File: src/rtl/pcxt_consts.svh
// Shared counts, luma weights and widths for the PC/XT glue RTL and bench, pulled in by `include
`ifndef PCXT_CONSTS_SVH
`define PCXT_CONSTS_SVH

// System reset hold after the last request, in CLK_50M cycles
`define RESET_HOLD_CYCLES 65535

// Extra CPU reset hold once system reset is gone
`define CPU_RESET_DELAY 42

// One second of splash screen at 50 MHz
`define SPLASH_TICKS_PER_SEC 50000000

// Splash screen length in whole seconds
`define SPLASH_SECONDS 5

// Luma weights in 1/256 units, sum is 255
`define LUMA_WEIGHT_R 54
`define LUMA_WEIGHT_G 183
`define LUMA_WEIGHT_B 18

// Pixel width from the video core, and board VGA width
`define COLOR_BITS 6
`define VGA_BITS 8

`endif

File: src/rtl/pcxt_system_pkg.sv
// System-side types for host options, reset state and audio samples, referenced by package scope
package pcxt_system_pkg;

	////////////////////////////////////////////////////////////////////////////
	// Host options
	////////////////////////////////////////////////////////////////////////////

	// Video output select, status bits 4:3
	typedef enum logic [1:0] {
		cga   = 2'd0,
		tandy = 2'd1,
		mda   = 2'd2
	} video_output_e;

	// Decoded status word, MSB first
	typedef struct packed {
		logic [1:0]    aspect;      // Bits 9:8
		logic          splash_skip; // Bit 7
		video_output_e video_mode;  // Bits 4:3
		logic [1:0]    tint_mode;   // Bits 2:1
		logic          reset_req;   // Bit 0
	} pcxt_options_t;

	////////////////////////////////////////////////////////////////////////////
	// Reset state
	////////////////////////////////////////////////////////////////////////////

	// All three levels are high right after reset_wire
	typedef struct packed {
		logic sys_reset;
		logic cpu_reset;
		logic splash_active;
	} reset_state_t;

	// Signed board audio word
	typedef logic signed [15:0] audio_sample_t;

	// Raw sound sources ahead of the mixer
	typedef struct packed {
		audio_sample_t opl2;    // AdLib, signed
		logic          speaker; // PC speaker bit
		logic [7:0]    tandy;   // Tandy sound, unsigned
	} audio_sources_t;

endpackage

File: src/rtl/pcxt_video_pkg.sv
// Video-side types for pixels, sync, monitor tint and VGA outputs, referenced by package scope
`include "pcxt_consts.svh"

package pcxt_video_pkg;

	////////////////////////////////////////////////////////////////////////////
	// Pixel side
	////////////////////////////////////////////////////////////////////////////

	// Core pixel, one field per channel
	typedef struct packed {
		logic [`COLOR_BITS-1:0] r;
		logic [`COLOR_BITS-1:0] g;
		logic [`COLOR_BITS-1:0] b;
	} pixel_t;

	// Display enable and syncs travel together
	typedef struct packed {
		logic de;
		logic hs;
		logic vs;
	} video_sync_t;

	// Monitor emulation, status bits 2:1
	typedef enum logic [1:0] {
		color = 2'd0,
		green = 2'd1,
		amber = 2'd2,
		mono  = 2'd3
	} tint_e;

	////////////////////////////////////////////////////////////////////////////
	// Board side
	////////////////////////////////////////////////////////////////////////////

	// Full VGA word with its sync
	typedef struct packed {
		logic [`VGA_BITS-1:0] r;
		logic [`VGA_BITS-1:0] g;
		logic [`VGA_BITS-1:0] b;
		video_sync_t          sync;
	} vga_out_t;

endpackage

File: src/rtl/host_input_stage.sv
// Input stage that registers the decoded host options and synchronises the PS/2 keyboard lines
`timescale 1ns/10ps

module host_input_stage (
	input  logic                           CLK_50M,
	input  logic                           reset_wire,
	input  logic [31:0]                    status,
	input  logic                           ps2_clk,
	input  logic                           ps2_data,
	output pcxt_system_pkg::pcxt_options_t options,
	output logic                           ps2_clk_sync,
	output logic                           ps2_data_sync
);

	// First PS/2 flops, may go metastable
	logic ps2_clk_meta;
	logic ps2_data_meta;

	// Options pulled out of the status word
	pcxt_system_pkg::pcxt_options_t options_dec;

	// Field decode
	always_comb begin
		options_dec.reset_req   = status[0];
		options_dec.tint_mode   = status[2:1];
		options_dec.video_mode  = pcxt_system_pkg::video_output_e'(status[4:3]);
		options_dec.splash_skip = status[7];
		options_dec.aspect      = status[9:8];
	end

	// Option register, cleared to colour CGA at 4:3
	always_ff @(posedge CLK_50M or posedge reset_wire) begin
		if (reset_wire) begin
			options <= '0;
		end else begin
			options <= options_dec;
		end
	end

	// Two-flop sync on both keyboard lines
	always_ff @(posedge CLK_50M or posedge reset_wire) begin
		if (reset_wire) begin
			ps2_clk_meta  <= 1'b0;
			ps2_clk_sync  <= 1'b0;
			ps2_data_meta <= 1'b0;
			ps2_data_sync <= 1'b0;
		end else begin
			ps2_clk_meta  <= ps2_clk;
			ps2_clk_sync  <= ps2_clk_meta;
			ps2_data_meta <= ps2_data;
			ps2_data_sync <= ps2_data_meta;
		end
	end

endmodule

File: src/rtl/power_on_sequencer.sv
// Power-on sequencer giving system reset, delayed CPU reset and the splash screen timer
`timescale 1ns/10ps
`include "pcxt_consts.svh"

module power_on_sequencer #(
	parameter int hold_cycles   = `RESET_HOLD_CYCLES,
	parameter int ticks_per_sec = `SPLASH_TICKS_PER_SEC
) (
	input  logic                           CLK_50M,
	input  logic                           reset_wire,
	input  pcxt_system_pkg::pcxt_options_t options,
	output logic                           sys_reset,
	output logic                           cpu_reset,
	output logic                           splash_active
);

	// Terminal counts, degenerate values collapse to a single cycle
	localparam int hold_last  = (hold_cycles > 1) ? hold_cycles - 1 : 0;
	localparam int tick_last  = (ticks_per_sec > 1) ? ticks_per_sec - 1 : 0;
	localparam int sec_last   = `SPLASH_SECONDS - 1;
	localparam int delay_last = `CPU_RESET_DELAY - 1;

	// Counter widths
	localparam int hold_bits  = (hold_last > 0) ? $clog2(hold_last + 1) : 1;
	localparam int tick_bits  = (tick_last > 0) ? $clog2(tick_last + 1) : 1;
	localparam int sec_bits   = $clog2(`SPLASH_SECONDS + 1);
	localparam int delay_bits = $clog2(`CPU_RESET_DELAY + 1);

	pcxt_system_pkg::reset_state_t state;
	logic [tick_bits-1:0]          tick_cnt;
	logic [sec_bits-1:0]           sec_cnt;
	logic [hold_bits-1:0]          hold_cnt;
	logic [delay_bits-1:0]         delay_cnt;
	logic                          reset_request;

	// Host reset bit, or splash still running
	assign reset_request = options.reset_req | state.splash_active;

	always_ff @(posedge CLK_50M or posedge reset_wire) begin
		if (reset_wire) begin
			state     <= '1;
			tick_cnt  <= '0;
			sec_cnt   <= '0;
			hold_cnt  <= '0;
			delay_cnt <= '0;
		end else begin
			////////////////////////////////////////////////////////////////////
			// Splash timer
			////////////////////////////////////////////////////////////////////
			if (state.splash_active) begin
				if (options.splash_skip) begin
					state.splash_active <= 1'b0;
				end else if (tick_cnt == tick_bits'(tick_last)) begin
					// Whole second done
					tick_cnt <= '0;
					if (sec_cnt == sec_bits'(sec_last)) begin
						state.splash_active <= 1'b0;
					end else begin
						sec_cnt <= sec_cnt + 1'b1;
					end
				end else begin
					tick_cnt <= tick_cnt + 1'b1;
				end
			end

			////////////////////////////////////////////////////////////////////
			// System reset hold
			////////////////////////////////////////////////////////////////////
			if (reset_request) begin
				state.sys_reset <= 1'b1;
				hold_cnt        <= '0;
			end else if (state.sys_reset) begin
				if (hold_cnt == hold_bits'(hold_last)) begin
					state.sys_reset <= 1'b0;
				end else begin
					hold_cnt <= hold_cnt + 1'b1;
				end
			end

			// CPU reset trails system reset
			if (state.sys_reset) begin
				state.cpu_reset <= 1'b1;
				delay_cnt       <= '0;
			end else if (state.cpu_reset) begin
				if (delay_cnt == delay_bits'(delay_last)) begin
					state.cpu_reset <= 1'b0;
				end else begin
					delay_cnt <= delay_cnt + 1'b1;
				end
			end
		end
	end

	assign sys_reset     = state.sys_reset;
	assign cpu_reset     = state.cpu_reset;
	assign splash_active = state.splash_active;

endmodule

File: src/rtl/luma_tint.sv
// CGA monitor emulation producing colour, green, amber or mono pixels, with MDA pixels bypassed
`timescale 1ns/10ps
`include "pcxt_consts.svh"

module luma_tint (
	input  logic                           CLK_50M,
	input  logic                           reset_wire,
	input  pcxt_video_pkg::pixel_t         pixel,
	input  pcxt_video_pkg::video_sync_t    sync,
	input  pcxt_system_pkg::pcxt_options_t options,
	output pcxt_video_pkg::pixel_t         pixel_out,
	output pcxt_video_pkg::video_sync_t    sync_out
);

	localparam int levels = 2 ** `COLOR_BITS;

	// Per-channel luma terms, indexed by channel value
	logic [`COLOR_BITS-1:0] red_lut   [levels];
	logic [`COLOR_BITS-1:0] green_lut [levels];
	logic [`COLOR_BITS-1:0] blue_lut  [levels];

	logic [`COLOR_BITS-1:0] luma;
	logic                   mda_mode;
	pcxt_video_pkg::tint_e  tint;
	pcxt_video_pkg::pixel_t tinted;

	// Term is value times weight, rounded, over 256
	for (genvar i = 0; i < levels; i++) begin : g_lut
		assign red_lut[i]   = `COLOR_BITS'((i * `LUMA_WEIGHT_R + 127) >> 8);
		assign green_lut[i] = `COLOR_BITS'((i * `LUMA_WEIGHT_G + 127) >> 8);
		assign blue_lut[i]  = `COLOR_BITS'((i * `LUMA_WEIGHT_B + 127) >> 8);
	end

	// Peak sum is 62, no carry out
	assign luma = red_lut[pixel.r] + green_lut[pixel.g] + blue_lut[pixel.b];

	assign mda_mode = (options.video_mode == pcxt_system_pkg::mda);
	assign tint     = pcxt_video_pkg::tint_e'(options.tint_mode);

	// Tint select
	always_comb begin
		tinted = pixel;
		if (!mda_mode) begin
			case (tint)
				pcxt_video_pkg::green: begin
					tinted.r = '0;
					tinted.g = luma;
					tinted.b = '0;
				end
				pcxt_video_pkg::amber: begin
					// Half green gives the orange cast
					tinted.r = luma;
					tinted.g = luma >> 1;
					tinted.b = '0;
				end
				pcxt_video_pkg::mono: begin
					tinted.r = luma;
					tinted.g = luma;
					tinted.b = luma;
				end
				default: tinted = pixel;
			endcase
		end
	end

	// Pixel pipe
	always_ff @(posedge CLK_50M) begin
		pixel_out <= tinted;
	end

	// Sync pipe, blanked in reset
	always_ff @(posedge CLK_50M or posedge reset_wire) begin
		if (reset_wire) begin
			sync_out <= '0;
		end else begin
			sync_out <= sync;
		end
	end

endmodule

File: src/rtl/audio_mixer.sv
// Signed mixer adding the AdLib, PC speaker and Tandy sources into one registered 17-bit sum
`timescale 1ns/10ps

module audio_mixer (
	input  logic                            CLK_50M,
	input  logic                            reset_wire,
	input  pcxt_system_pkg::audio_sources_t sources,
	output logic signed [16:0]              mix
);

	logic signed [16:0] opl2_term;
	logic signed [16:0] speaker_term;
	logic signed [16:0] tandy_term;
	logic signed [16:0] mix_sum;

	// AdLib sign-extended, times 4
	assign opl2_term = {sources.opl2[15], sources.opl2} << 2;

	// Speaker bit worth 32768
	assign speaker_term = {1'b0, sources.speaker, 15'd0};

	// Tandy unsigned, times 64
	assign tandy_term = {3'b000, sources.tandy, 6'd0};

	// Wraps at 17 bits
	assign mix_sum = opl2_term + speaker_term + tandy_term;

	always_ff @(posedge CLK_50M or posedge reset_wire) begin
		if (reset_wire) begin
			mix <= '0;
		end else begin
			mix <= mix_sum;
		end
	end

endmodule

File: src/rtl/av_output_stage.sv
// Output stage registering VGA and audio board outputs and deriving the HDMI aspect ratio
`timescale 1ns/10ps
`include "pcxt_consts.svh"

module av_output_stage (
	input  logic                           CLK_50M,
	input  logic                           reset_wire,
	input  pcxt_video_pkg::pixel_t         pixel,
	input  pcxt_video_pkg::video_sync_t    sync,
	input  logic signed [16:0]             mix,
	input  pcxt_system_pkg::pcxt_options_t options,
	output pcxt_video_pkg::vga_out_t       vga,
	output pcxt_system_pkg::audio_sample_t audio_l,
	output pcxt_system_pkg::audio_sample_t audio_r,
	output logic [12:0]                    video_arx,
	output logic [12:0]                    video_ary
);

	// Zero LSBs from 6 to 8 bits
	localparam int pad_bits = `VGA_BITS - `COLOR_BITS;

	pcxt_video_pkg::vga_out_t       vga_next;
	pcxt_system_pkg::audio_sample_t audio_next;
	logic [12:0]                    arx_next;
	logic [12:0]                    ary_next;

	always_comb begin
		vga_next.r    = {pixel.r, {pad_bits{1'b0}}};
		vga_next.g    = {pixel.g, {pad_bits{1'b0}}};
		vga_next.b    = {pixel.b, {pad_bits{1'b0}}};
		vga_next.sync = sync;
		// Halved mix fits 16 bits
		audio_next    = mix[16:1];
		// Field 0 is 4:3, others pick a scaler preset
		if (options.aspect == 2'd0) begin
			arx_next = 13'd4;
			ary_next = 13'd3;
		end else begin
			arx_next = 13'(options.aspect - 2'd1);
			ary_next = '0;
		end
	end

	// Board outputs, reset to blank, silent and 4:3
	always_ff @(posedge CLK_50M or posedge reset_wire) begin
		if (reset_wire) begin
			vga       <= '0;
			audio_l   <= '0;
			audio_r   <= '0;
			video_arx <= 13'd4;
			video_ary <= 13'd3;
		end else begin
			vga       <= vga_next;
			audio_l   <= audio_next;
			audio_r   <= audio_next;
			video_arx <= arx_next;
			video_ary <= ary_next;
		end
	end

endmodule

File: src/rtl/pcxt_glue_top.sv
// Top level of the PC/XT board glue, wiring input, sequencer, tint, mixer and output stages
`timescale 1ns/10ps
`include "pcxt_consts.svh"

module pcxt_glue_top #(
	parameter int hold_cycles   = `RESET_HOLD_CYCLES,
	parameter int ticks_per_sec = `SPLASH_TICKS_PER_SEC
) (
	input  logic                            CLK_50M,
	input  logic                            reset_wire,
	input  logic [31:0]                     status,
	input  logic                            ps2_clk,
	input  logic                            ps2_data,
	input  pcxt_video_pkg::pixel_t          pixel,
	input  pcxt_video_pkg::video_sync_t     sync,
	input  pcxt_system_pkg::audio_sources_t sources,
	output pcxt_video_pkg::vga_out_t        vga,
	output pcxt_system_pkg::audio_sample_t  audio_l,
	output pcxt_system_pkg::audio_sample_t  audio_r,
	output logic [12:0]                     video_arx,
	output logic [12:0]                     video_ary,
	output logic                            sys_reset,
	output logic                            cpu_reset,
	output logic                            splash_active,
	output logic                            ps2_clk_sync,
	output logic                            ps2_data_sync
);

	// Pixels and audio take 2 cycles, options 3
	pcxt_system_pkg::pcxt_options_t options;
	pcxt_video_pkg::pixel_t         tint_pixel;
	pcxt_video_pkg::video_sync_t    tint_sync;
	logic signed [16:0]             mix;

	host_input_stage u_host_input_stage (
		.CLK_50M       (CLK_50M),
		.reset_wire    (reset_wire),
		.status        (status),
		.ps2_clk       (ps2_clk),
		.ps2_data      (ps2_data),
		.options       (options),
		.ps2_clk_sync  (ps2_clk_sync),
		.ps2_data_sync (ps2_data_sync)
	);

	power_on_sequencer #(
		.hold_cycles   (hold_cycles),
		.ticks_per_sec (ticks_per_sec)
	) u_power_on_sequencer (
		.CLK_50M       (CLK_50M),
		.reset_wire    (reset_wire),
		.options       (options),
		.sys_reset     (sys_reset),
		.cpu_reset     (cpu_reset),
		.splash_active (splash_active)
	);

	luma_tint u_luma_tint (
		.CLK_50M    (CLK_50M),
		.reset_wire (reset_wire),
		.pixel      (pixel),
		.sync       (sync),
		.options    (options),
		.pixel_out  (tint_pixel),
		.sync_out   (tint_sync)
	);

	audio_mixer u_audio_mixer (
		.CLK_50M    (CLK_50M),
		.reset_wire (reset_wire),
		.sources    (sources),
		.mix        (mix)
	);

	av_output_stage u_av_output_stage (
		.CLK_50M    (CLK_50M),
		.reset_wire (reset_wire),
		.pixel      (tint_pixel),
		.sync       (tint_sync),
		.mix        (mix),
		.options    (options),
		.vga        (vga),
		.audio_l    (audio_l),
		.audio_r    (audio_r),
		.video_arx  (video_arx),
		.video_ary  (video_ary)
	);

endmodule

File: config.mk
export PLATFORM = sky130hd
export DESIGN_NAME = pcxt_glue_top
export DESIGN_NICKNAME = d
export VERILOG_FILES = /design/src/rtl/pcxt_system_pkg.sv /design/src/rtl/pcxt_video_pkg.sv /design/src/rtl/host_input_stage.sv /design/src/rtl/power_on_sequencer.sv /design/src/rtl/luma_tint.sv /design/src/rtl/audio_mixer.sv /design/src/rtl/av_output_stage.sv /design/src/rtl/pcxt_glue_top.sv
export VERILOG_INCLUDE_DIRS = /design/src /design/src/rtl
export SDC_FILE = /design/constraint.sdc
export NUM_CORES = 1
export LEC_CHECK = 0
export ABC_CLOCK_PERIOD_IN_PS = 3790
export BUFFER_PORTS_ARGS = -buffer_cell sky130_fd_sc_hd__buf_2
export CAP_MARGIN = 20
export CORE_MARGIN = 3
export CORE_UTILIZATION = 40
export CTS_CLUSTER_SIZE = 8
export DETAILED_ROUTE_END_ITERATION = 7
export PLACE_DENSITY = 0.68
export SYNTH_ARGS = -nofsm -noshare
export SYNTH_HDL_FRONTEND = slang
export SYNTH_SLANG_ARGS = --single-unit
File: constraint.sdc
create_clock -name CLK_50M -period 3.79 [get_ports CLK_50M]
set_input_delay 0 -clock CLK_50M [delete_from_list [all_inputs] [get_ports CLK_50M]]
set_output_delay 0 -clock CLK_50M [all_outputs]
set_load 0.02 [all_outputs]
* After elaboration in Yosys (flattened, before gate mapping)
Memories as Yosys holds them, arrays and structs flattened.
Index checks and enable logic that the tools add are counted.
** Cells by class
- Add/subtract/negate cells :: 9
- Magnitude comparators :: 3
- Eq/ne operators :: 10
- Muxes and demuxes :: 27
- Bitwise gates (word level) :: 6
- Reductions and logical operators :: 7
** Operator list (count)
- $mux 6 :: 9
- $pmux 18 s3 :: 1
- $mux 16 :: 3
- $add 26x1->26 const B :: 1
- $eq 26x26->1 const B :: 1
- $mux 26 :: 1
- $ge 7x7->1 const B :: 3
- $not 6->7 :: 3
- $mux 18 :: 1
- $add 17x15->17 :: 1
- $add 17x17->17 :: 1
- $add 16x1->16 const B :: 1
- $eq 16x16->1 const B :: 1
- $mux 13 :: 1
- $add 6x6->6 :: 2
- $mux 1 :: 10
- $add 6x1->6 const B :: 1
- $eq 2x2->1 const B :: 3
- $eq 6x6->1 const B :: 1
- $reduce_and 2->1 :: 3
- $ne 2x1->1 const B :: 2
- $reduce_and 4->1 :: 1
- $reduce_bool 2->1 :: 2
- $add 3x1->3 const B :: 1
- other kinds (7) :: 8
** Word-level totals
- Register bits :: 156
- Memory bits (read-only) :: 1152
- Bits of input ports :: 82
- Output and inout port bits :: 90
- Word-level logic and storage cells :: 97
- Memories kept :: 3
** Memories
- (name not given) :: words 64, bits a word 6, read ports 1, clocked after Yosys merged registers in 0, wr ports 0, RTL line luma_tint.sv:35 : assign luma = red_lut[pixel.r] + green_lut[pixel.g] + blue_lut[pixel.b];
- (name not given) :: words 64, bits a word 6, read ports 1, clocked after Yosys merged registers in 0, wr ports 0, RTL line luma_tint.sv:35
- (name not given) :: words 64, bits a word 6, read ports 1, clocked after Yosys merged registers in 0, wr ports 0, RTL line luma_tint.sv:35

* Depth between registers and ports, before layout
Gate-level depths: netlist of run 1.
- Word-level depth :: 8
- Depth in mapped cells :: 17
- Mapped depth without buffers :: 17

* By module
A second synthesis of run 1 with hierarchy kept.
** Unflattened totals
- Cell total of the unflattened synthesis :: 687
- Area, all modules :: 7213.2 sq um
** Modules (own cells, without submodules)
- power_on_sequencer :: instances 1, cells each 288, area an instance 2870.3 sq um, sequential area each 1355.0 sq um
- luma_tint :: instances 1, cells each 215, area an instance 1786.7 sq um, sequential area each 435.4 sq um
- av_output_stage :: instances 1, cells each 90, area an instance 1381.3 sq um, sequential area each 1027.2 sq um
- audio_mixer :: instances 1, cells each 81, area an instance 870.8 sq um, sequential area each 375.4 sq um
- host_input_stage :: instances 1, cells each 13, area an instance 304.0 sq um, sequential area each 300.3 sq um

* Worst setup path after synthesis of run 1
Ideal clock, no wire load.
- Path type :: in2reg
- From :: input pixel[6] in the netlist's numbering
- To :: register u_luma_tint.pixel_out[10] in the netlist's numbering
- Library setup time :: 0.138 ns
- Arrival :: 2.899 ns
- Required time :: 3.652 ns
- Setup slack :: 0.753 ns
- Stages :: 14
- Path buffers :: 0
- Cell sequence :: inv_1 ha_1 mux4_2 mux4_2 fa_1 inv_1 ha_1 inv_1 fa_1 inv_1 a21o_1 a21oi_1 xnor2_1 o221ai_1
** RTL lines
- from (decl) :: RTL line pcxt_glue_top.sv:14 : input pcxt_video_pkg::pixel_t pixel,
- to (signal assigned) :: RTL line luma_tint.sv:68 : pixel_out <= tinted;
- to (decl) :: RTL line luma_tint.sv:11 : output pcxt_video_pkg::pixel_t pixel_out,

==> metrics.txt, run 1 <==
post-synth top area share=0.4352; IO buf count=127; Syn Area/Cell=10.22 um^2; WL final=13.74 mm; count leader, synth=dfrtp_1; num ports=172; DP HPWL=9.783 mm; Crit-path slowest cell=dlygate4sd3_1; Hold Path Class=primary input to register; initial antenna violation count=0; R2R cell count=5; share of cells above drive strength 1=0.2189; CP bufs+invs=6; CP Class=primary input to register; Sink Count=142; H-tree Lvls=4; clock latency on the worst-skew pair=0.41 ns; actual slew at the worst max-slew pin=0.7498 ns; Final Hold Viols=0; DR DRC count=0; sequential fraction of the synthesis area=0.5026; CP cell instances=dlygate4sd3_1 -> buf_2 -> inv_1 -> ha_1 -> mux4_2 -> mux4_2 -> fa_1 -> inv_1 -> ha_1 -> inv_1 -> fa_1 -> inv_1 -> a21o_1 -> a21oi_1 -> xnor2_2 -> o221ai_1; number of synthesized flops with an enable pin=0; Design Power=3912 uW; reg2reg end=u_power_on_sequencer.sec_cnt[1]; Num CTS Buffers=17; R2R setup slack=1.74 ns; worst-case clock buffer depth=2; core area=16760 um^2; Iter 0 DRT Violations=238; Crit Reg-Reg Startpoint=u_power_on_sequencer.splash_active; Min Hold Slack=0.04285 ns; Seq pwr share=0.435; Tcrit/Tclk final=0.9479; Worst setup EP type=register; run status=complete, no violations; max-slew violation count=0; delay-heaviest family, CP=adder cells; Yosys reg bits=142; Primary FF master, synth=dfrtp_1; routed via count=5170; post-route antenna net violation count=0; Synth cell types=71; sw frac=0.2912; Die Wd=137.3 um; hold path startpoint=pixel[10]; vias in the first global route=4733; PwrDens=460.4 nW/um^2; Most Frequent Cell on Critical Path=inv_1; Die H=137.3 um; Clock Skew=0.01238 ns; M3 GR Usage=0.03104; Die Footprint=18860 um^2; Rows=47; leading area contributor after synthesis=dfrtp_1; vias per inst=4.896; Fin Setup TNS=0 ns; worst vdd ir=0.3085 mV; synth cell count leaders=dfrtp_1, nor2_1, nand2_1, buf_4, o21ai_0; Worst slew margin=0.5002; most used routing layer=met2; unrepaired setup endpoints after global routing=no; share of flip-flops with an asynchronous set or reset=0.8732; Leak=0.003987 uW; largest net degree at the start of global routing=63; Hold Path End=u_luma_tint.pixel_out[10]; CP Max Fanout=11; iteration count of the initial detailed-routing pass=4; Max Fclk=278.4 MHz; Area Overhead vs Synth=23.14%; Global Route met2 Usage=0.2390; max-capacitance violation count=0; Comb pwr share=0.173; DR WL/cell=13.01 um; nets=939; met1 GRT Util=0.2001; Req. time, crit path=4.06 ns; Net Sw Power=1139 uW; Ant. Diodes=0; Final setup viols=0; Post-CTS Setup Inserts=0; slowest stage delay, CP=0.52 ns; clk slew on worst S/H paths=0.06 ns; Synth area leaders=dfrtp_1, ha_1, dfxtp_1, buf_4, nor2_1; CTS tree=built; GP Congestion=0.8050; Synth warnings=0; synthesized area=6900 um^2; clock group share of total power=0.392; clock root buffer=clkbuf_16; number of stages on the worst hold path=3; first-pass GRT wire length=22.76 mm; internal power=2773 uW; Post-Syn Instances=675; minimum clock period=3.593 ns; GRT Util Overall=0.1519; worst path arrival time=3.86 ns; Initial Util=0.4117; gr ovfl total=0; CP startpoint kind=primary input
-- routing by layer --
| layer | up-vias | routed length [um] |
|---|---|---|
| met5 | - | 0 |
| met4 | 0 | 274 |
| met3 | 21 | 447 |
| met2 | 107 | 6719 |
| met1 | 2461 | 6298 |
| li1 | 2581 | - |
-- logic make-up after synthesis --
kind of cell    share of synthesized area
flops                              0.5026
simple gates                       0.1672
compound gates                     0.1193
buf+inv                           0.07924
other cells                     0.0005434
fa+ha+maj                         0.06854
xor+xnor                          0.04823
mux                               0.01432
-- flip-flops by register name, summed over array words and instances (netlist names), 4 cells and up --
name	flops
u_luma_tint.pixel_out	18
u_av_output_stage.video_arx	4
u_power_on_sequencer.tick_cnt	26
u_host_input_stage.options	8
u_audio_mixer.mix	15
u_power_on_sequencer.delay_cnt	6
u_power_on_sequencer.hold_cnt	16
u_av_output_stage.vga	21
u_av_output_stage.audio_l	15
-- tightest hold or removal path, cell delays in order --
cell      delay (ns)
buf_2           0.24
nand2_1         0.10
o221ai_1        0.07
-- worst max path at each step --
stage               start                   endpoint  slack (ns)  cells past startpoint
2_1_floorplan  reset_wire      u_audio_mixer.mix[10]        0.50                      1
3_5_place_dp     pixel[7]  u_luma_tint.pixel_out[10]        0.26                     15
6_report         pixel[7]  u_luma_tint.pixel_out[10]        0.20                     16
5_1_grt          pixel[7]  u_luma_tint.pixel_out[10]        0.02                     19
3_3_place_gp     pixel[7]  u_luma_tint.pixel_out[10]        0.32                     15
4_1_cts          pixel[7]  u_luma_tint.pixel_out[10]        0.17                     16
-- final cells by class --
| type | count | area (um^2) |
|---|---|---|
| flip-flops and latches | 142 | 3468 |
| well taps | 220 | 275.3 |
| repair buffers | 176 | 1116 |
| inverters | 31 | 118.9 |
| clock inverters | 15 | 128.9 |
| multi-input cells | 455 | 2964 |
| fillers | 1545 | 8263 |
| clock buffers | 17 | 425.4 |
-- layout by cell type (no fill, tap or decap), types with 20 or more instances in the layout --
cell type        n
buf_2          127
dfrtp_1        120
nor2_1          62
nand2_1         57
dlygate4sd3_1   45
o21ai_0         38
inv_1           30
a21oi_1         29
ha_1            29
nand3_1         23
xnor2_1         21
conb_1          20
-- per-stage QoR --
step                      instances    util  instance area, um^2  worst slack, ns
after floorplan                 694       -                 6972           0.4974
after global placement          979  0.4466                 7485           0.3209
after detailed placement        979  0.4466                 7485           0.2589
after CTS                      1056  0.5065                 8489           0.1667
after global routing           1056  0.5070                 8497          0.01816
final                          1056  0.5070                 8497           0.1974
-- what timing repair did --
| item | CTS | global route |
|---|---|---|
| setup endpoints to repair | 0 | 1 |
| endpoints found under the hold margin | 97 | 0 |
| gates resized for setup | 0 | 1 |
| hold buffers | 45 | 0 |
-- power by group through the flow --
| stage | sequential (uW) | combinational, uW | clock (uW) |
|---|---|---|---|
| finish | 1700 | 676 | 1530 |
| global route | 1720 | 746 | 1660 |
| CTS | 1700 | 677 | 1590 |
| detailed placement | 1730 | 635 | 0 |
| global placement | 1730 | 629 | 0 |
| floorplan | 1810 | 393 | 0 |
Power figures use the tool's default switching activity.
==> inputs of run 2 (changes only) <==
PLACE_DENSITY = 0.6   (was 0.68)
==> run 2 against run 1 <==
First-iteration DRC count up 50%. Utilization up 0.21 points. Maximum frequency up 0.18%. Die area unchanged. Critical path type unchanged.
==> metrics.txt, run 2 (synthesized netlist as in run 1, its figures left out) <==
GP Congestion=0.8770; biggest regs=u_power_on_sequencer.tick_cnt: 26 flops, u_av_output_stage.vga: 21 flops, u_luma_tint.pixel_out: 18 flops; Post-CTS Setup Inserts=0; gr ovfl total=0; Sink Count=142; Worst slew margin=0.6173; nets=940; Initial Util=0.4117; vias per inst=4.966; Leak=0.003992 uW; met1 GRT Util=0.2005; Die Footprint=18860 um^2; Die H=137.3 um; Die Wd=137.3 um; CP startpoint kind=primary input; WL final=14.43 mm; Iter 0 DRT Violations=356; CTS tree=built; Req. time, crit path=4.07 ns; Area Overhead vs Synth=23.64%; first-pass GRT wire length=23.90 mm; routed via count=5249; Num CTS Buffers=17; iteration count of the initial detailed-routing pass=5; DR WL/cell=13.65 um; Design Power=3976 uW; Layout fillers=1512; max reg flops=26; unrepaired setup endpoints after global routing=no; clock latency on the worst-skew pair=0.41 ns; CP Max Fanout=11; clock group share of total power=0.399; M3 GR Usage=0.04127; internal power=2850 uW; vias in the first global route=5047; Final WS setup=0.2039 ns; core area=16760 um^2; actual slew at the worst max-slew pin=0.5666 ns; Placement Setup Slack=0.1745 ns; sw frac=0.2832; Final setup viols=0; most used routing layer=met2; Cell Area, Placed=7481 um^2; PwrDens=466.1 nW/um^2; most frequent cells in the layout=buf_2, dfrtp_1, nor2_1; Largest Register=u_power_on_sequencer.tick_cnt; run status=complete, no violations; clock root buffer=clkbuf_16; Net Sw Power=1126 uW; Ant. Diodes=0; max-slew violation count=0; Tcrit/Tclk final=0.9462; share of cells above drive strength 1=0.2162; H-tree Lvls=4; leading cell type in the layout, fill and taps excluded=buf_2; Rows=47; GRT Util Overall=0.1582; Global Route met2 Usage=0.2616; largest net degree at the start of global routing=46; initial antenna violation count=0; Worst setup EP type=register; worst-case clock buffer depth=2; Clock Skew=0.006763 ns; clk slew on worst S/H paths=0.06 ns; Comb pwr share=0.172; Hold Path Class=primary input to register; Fin Setup TNS=0 ns; IO buf count=127; CP Class=primary input to register; Final Hold Viols=0; DR DRC count=0; Max Fclk=278.9 MHz; num ports=172; worst path arrival time=3.87 ns; Seq pwr share=0.429; worst vdd ir=0.3165 mV; Final Instance Area=8532 um^2; minimum clock period=3.586 ns; max-capacitance violation count=0; post-route antenna net violation count=0; DP HPWL=10.37 mm
==> run 2: layout make-up <==
cell class	instances	area, um^2	share of cell area
inverter	31	118.9	0.01393
tap	220	275.3	0.03226
multi-input combinational	455	2964	0.3474
clock inverter	13	127.6	0.01496
clock buffer	19	442.9	0.05191
timing repair buffer	177	1135	0.1330
sequential	142	3468	0.4065
==> run 2: power by group through the flow <==
stage	clock network, uW	logic, uW	registers, uW
after floorplan	0	393	1810
after global placement	0	628	1730
after detailed placement	0	643	1740
after CTS	1640	687	1710
after global routing	1700	756	1720
final	1590	684	1710
==> run 2: per-stage QoR <==
step                      instances  utilization  hold WS (ns)
final                          1057       0.5091       0.03516
after global placement          977       0.4457       0.08801
after CTS                      1057       0.5085       0.01019
after detailed placement        978       0.4464       0.09325
after global routing           1057       0.5091       0.03264
after floorplan                 694            -       0.03143
==> run 2: routing by layer <==
metal,wire length (um),up-vias,part of all wire
met3,723,28,0.050
met4,318,0,0.022
li1,-,2588,-
met1,6276,2491,0.44
met2,7107,142,0.49
met5,0,-,0
==> run 2: path summary, 6_finish.rpt <==
kind | start | endpoint | slack (ns) | cells after the start
max | pixel[7] | u_luma_tint.pixel_out[10] | 0.20 | 16
min | sources[16] | u_audio_mixer.mix[9] | 0.04 | 4
max reg2reg | u_power_on_sequencer.splash_active | u_power_on_sequencer.sec_cnt[1] | 1.37 | 5
min reg2reg | u_luma_tint.pixel_out[14] | u_av_output_stage.vga[23] | 0.32 | 0
max in group asynchronous | reset_wire | u_host_input_stage.options[2] | 2.65 | 4
min in group asynchronous | reset_wire | u_host_input_stage.options[0] | 0.20 | 3
==> run 2: timing repair <==
| action | 4_1_cts | 5_1_grt |
|---|---|---|
| resized for setup | 0 | 2 |
| endpoints found under the setup margin | 0 | 4 |
| hold buffers | 47 | 0 |
| endpoints found under the hold margin | 85 | 0 |
==> run 2: worst max-delay path, stage by stage <==
cell and delay, ns:
dlygate4sd3_1 0.52, clkbuf_4 0.20, inv_1 0.11, ha_1 0.34
mux4_2 0.47, mux4_2 0.50, fa_1 0.41, inv_1 0.07
ha_1 0.16, inv_1 0.05, fa_1 0.39, inv_1 0.08
a21o_1 0.11, a21oi_1 0.09, xnor2_2 0.20, o221ai_1 0.16
==> inputs of run 3 (changes only) <==
HOLD_SLACK_MARGIN = 0.05   (was default)
==> run 3 against run 2 <==
Clock power about the same. Non-clock buffer count increased by 5. Sequential share of layout area fell by 0.24 points. Combinational power increased by 0.9%. Largest power group unchanged. Utilization is 0.30 points higher. First-iteration DRC count up 2.0%. Die area stayed put.
==> metrics.txt, run 3 (synthesized netlist as in run 1, its figures left out) <==
run status=complete, no violations; Worst slew margin=0.6177; most used routing layer=met2; share of cells above drive strength 1=0.2150; max-slew violation count=0; CP bufs+invs=6; Leak=0.004014 uW; Most Frequent Cell on Critical Path=inv_1; R2R setup slack=1.37 ns; nets=945; Worst setup EP type=register; DR WL/cell=13.61 um; number of stages on the worst hold path=4; most frequent cells in the layout=buf_2, dfrtp_1, nor2_1; Tcrit/Tclk final=0.9452; GP Congestion=0.8770; Die Footprint=18860 um^2; max-capacitance violation count=0; Net Sw Power=1126 uW; num ports=172; Max Fclk=279.2 MHz; Final setup viols=0; first-pass GRT wire length=24.01 mm; clock latency on the worst-skew pair=0.41 ns; clk slew on worst S/H paths=0.06 ns; internal power=2855 uW; Req. time, crit path=4.07 ns; CP Class=primary input to register; leading cell type in the layout, fill and taps excluded=buf_2; Largest Register=u_power_on_sequencer.tick_cnt; core area=16760 um^2; GRT Util Overall=0.1589; Comb pwr share=0.173; Die Wd=137.3 um; gr ovfl total=0; DR DRC count=0; Initial Util=0.4117; biggest regs=u_power_on_sequencer.tick_cnt: 26 flops, u_av_output_stage.vga: 21 flops, u_luma_tint.pixel_out: 18 flops; worst path arrival time=3.86 ns; unrepaired setup endpoints after global routing=no; DP HPWL=10.37 mm; clock group share of total power=0.398; delay-heaviest family, CP=adder cells; slowest stage delay, CP=0.52 ns; CP Max Fanout=11; Num CTS Buffers=17; actual slew at the worst max-slew pin=0.5734 ns; Cells after DPL=978; Final Hold Viols=0; CTS tree=built; Sink Count=142; M3 GR Usage=0.04127; Area Overhead vs Synth=24.37%; Hold Path Class=primary input to register; Fin Setup TNS=0 ns; Rows=47; vias in the first global route=5081; Ant. Diodes=0; R2R cell count=5; vias per inst=4.956; Final WS setup=0.2078 ns; Clock Skew=0.007116 ns; WL final=14.46 mm; iteration count of the initial detailed-routing pass=6; largest net degree at the start of global routing=46; Placement Setup Slack=0.1745 ns; max reg flops=26; Global Route met2 Usage=0.2632; routed via count=5263; Iter 0 DRT Violations=363; Die H=137.3 um; Min Hold Slack=0.08039 ns; Crit-path slowest cell=dlygate4sd3_1; CP startpoint kind=primary input; minimum clock period=3.582 ns; H-tree Lvls=4; met1 GRT Util=0.2012; worst-case clock buffer depth=2; Levels on crit path=16; worst vdd ir=0.3163 mV; clock root buffer=clkbuf_16; IO buf count=127; PwrDens=463.9 nW/um^2; Cell Count, Final, Fillers Out=1062; post-route antenna net violation count=0; Post-CTS Setup Inserts=0; CP cell instances=dlygate4sd3_1 -> clkbuf_4 -> inv_1 -> ha_1 -> mux4_2 -> mux4_2 -> fa_1 -> inv_1 -> ha_1 -> inv_1 -> fa_1 -> inv_1 -> a21o_1 -> a21oi_1 -> xnor2_2 -> o221ai_1; Seq pwr share=0.429; sw frac=0.2829; initial antenna violation count=0
==> run 3: cell types whose count changed in the layout (fill, tap and decap cells not counted) <==
| cell | delta |
|---|---|
| dlygate4sd3_1 | +5 |
==> run 3: worst paths after layout <==
check	from	end
min in group asynchronous	reset_wire	u_power_on_sequencer.hold_cnt[3]
hold / removal	sources[4]	u_audio_mixer.mix[10]
setup reg to reg	u_power_on_sequencer.splash_active	u_power_on_sequencer.sec_cnt[1]
setup / recovery	pixel[7]	u_luma_tint.pixel_out[10]
max in group asynchronous	reset_wire	u_host_input_stage.options[2]
hold reg to reg	u_luma_tint.pixel_out[14]	u_av_output_stage.vga[23]
==> run 3: layout make-up <==
cell class / instances / area, um^2
sequential: 142 / 3468
clock buffer: 19 / 442.9
multi-input combinational: 455 / 2964
fill: 1507 / 8178
clock inverter: 13 / 127.6
inverter: 31 / 118.9
tap: 220 / 275.3
timing repair buffer: 182 / 1185
==> run 3: metal layers <==
layer  routed length, um  vias to the layer above
met5                   0                        -
met4                 230                        0
met3                 662                       21
met2                7220                      147
met1                6344                     2498
li1                    -                     2597
==> run 3: power by group through the flow <==
| stage | clock [uW] | sequential, uW | combinational (uW) |
|---|---|---|---|
| after global placement | 0 | 1730 | 628 |
| after global routing | 1700 | 1720 | 763 |
| final | 1580 | 1710 | 690 |
| after CTS | 1640 | 1710 | 692 |
| after floorplan | 0 | 1810 | 393 |
| after detailed placement | 0 | 1740 | 643 |
==> run 3: worst min-delay path, delay by kind of cell <==
family / cells / cell delay (ns)
adders and majority gates: 1 / 0.19
and+or+nand+nor: 1 / 0.05
buffers and inverters: 1 / 0.08
AOI/OAI and AO/OA: 1 / 0.13
==> run 3: per-stage QoR <==
stage               utilization  power, uW  area, um^2
floorplan                     -       2199        6972
global placement         0.4457       2362        7470
detailed placement       0.4464       2379        7481
CTS                      0.5115       4041        8572
global route             0.5121       4184        8582
finish                   0.5121       3981        8582
==> run 3: timing repair <==
action                     CTS  global route
gates resized for setup      0             2
hold buffers                52             0
hold endpoints to repair    87             0
setup endpoints to repair    0             4
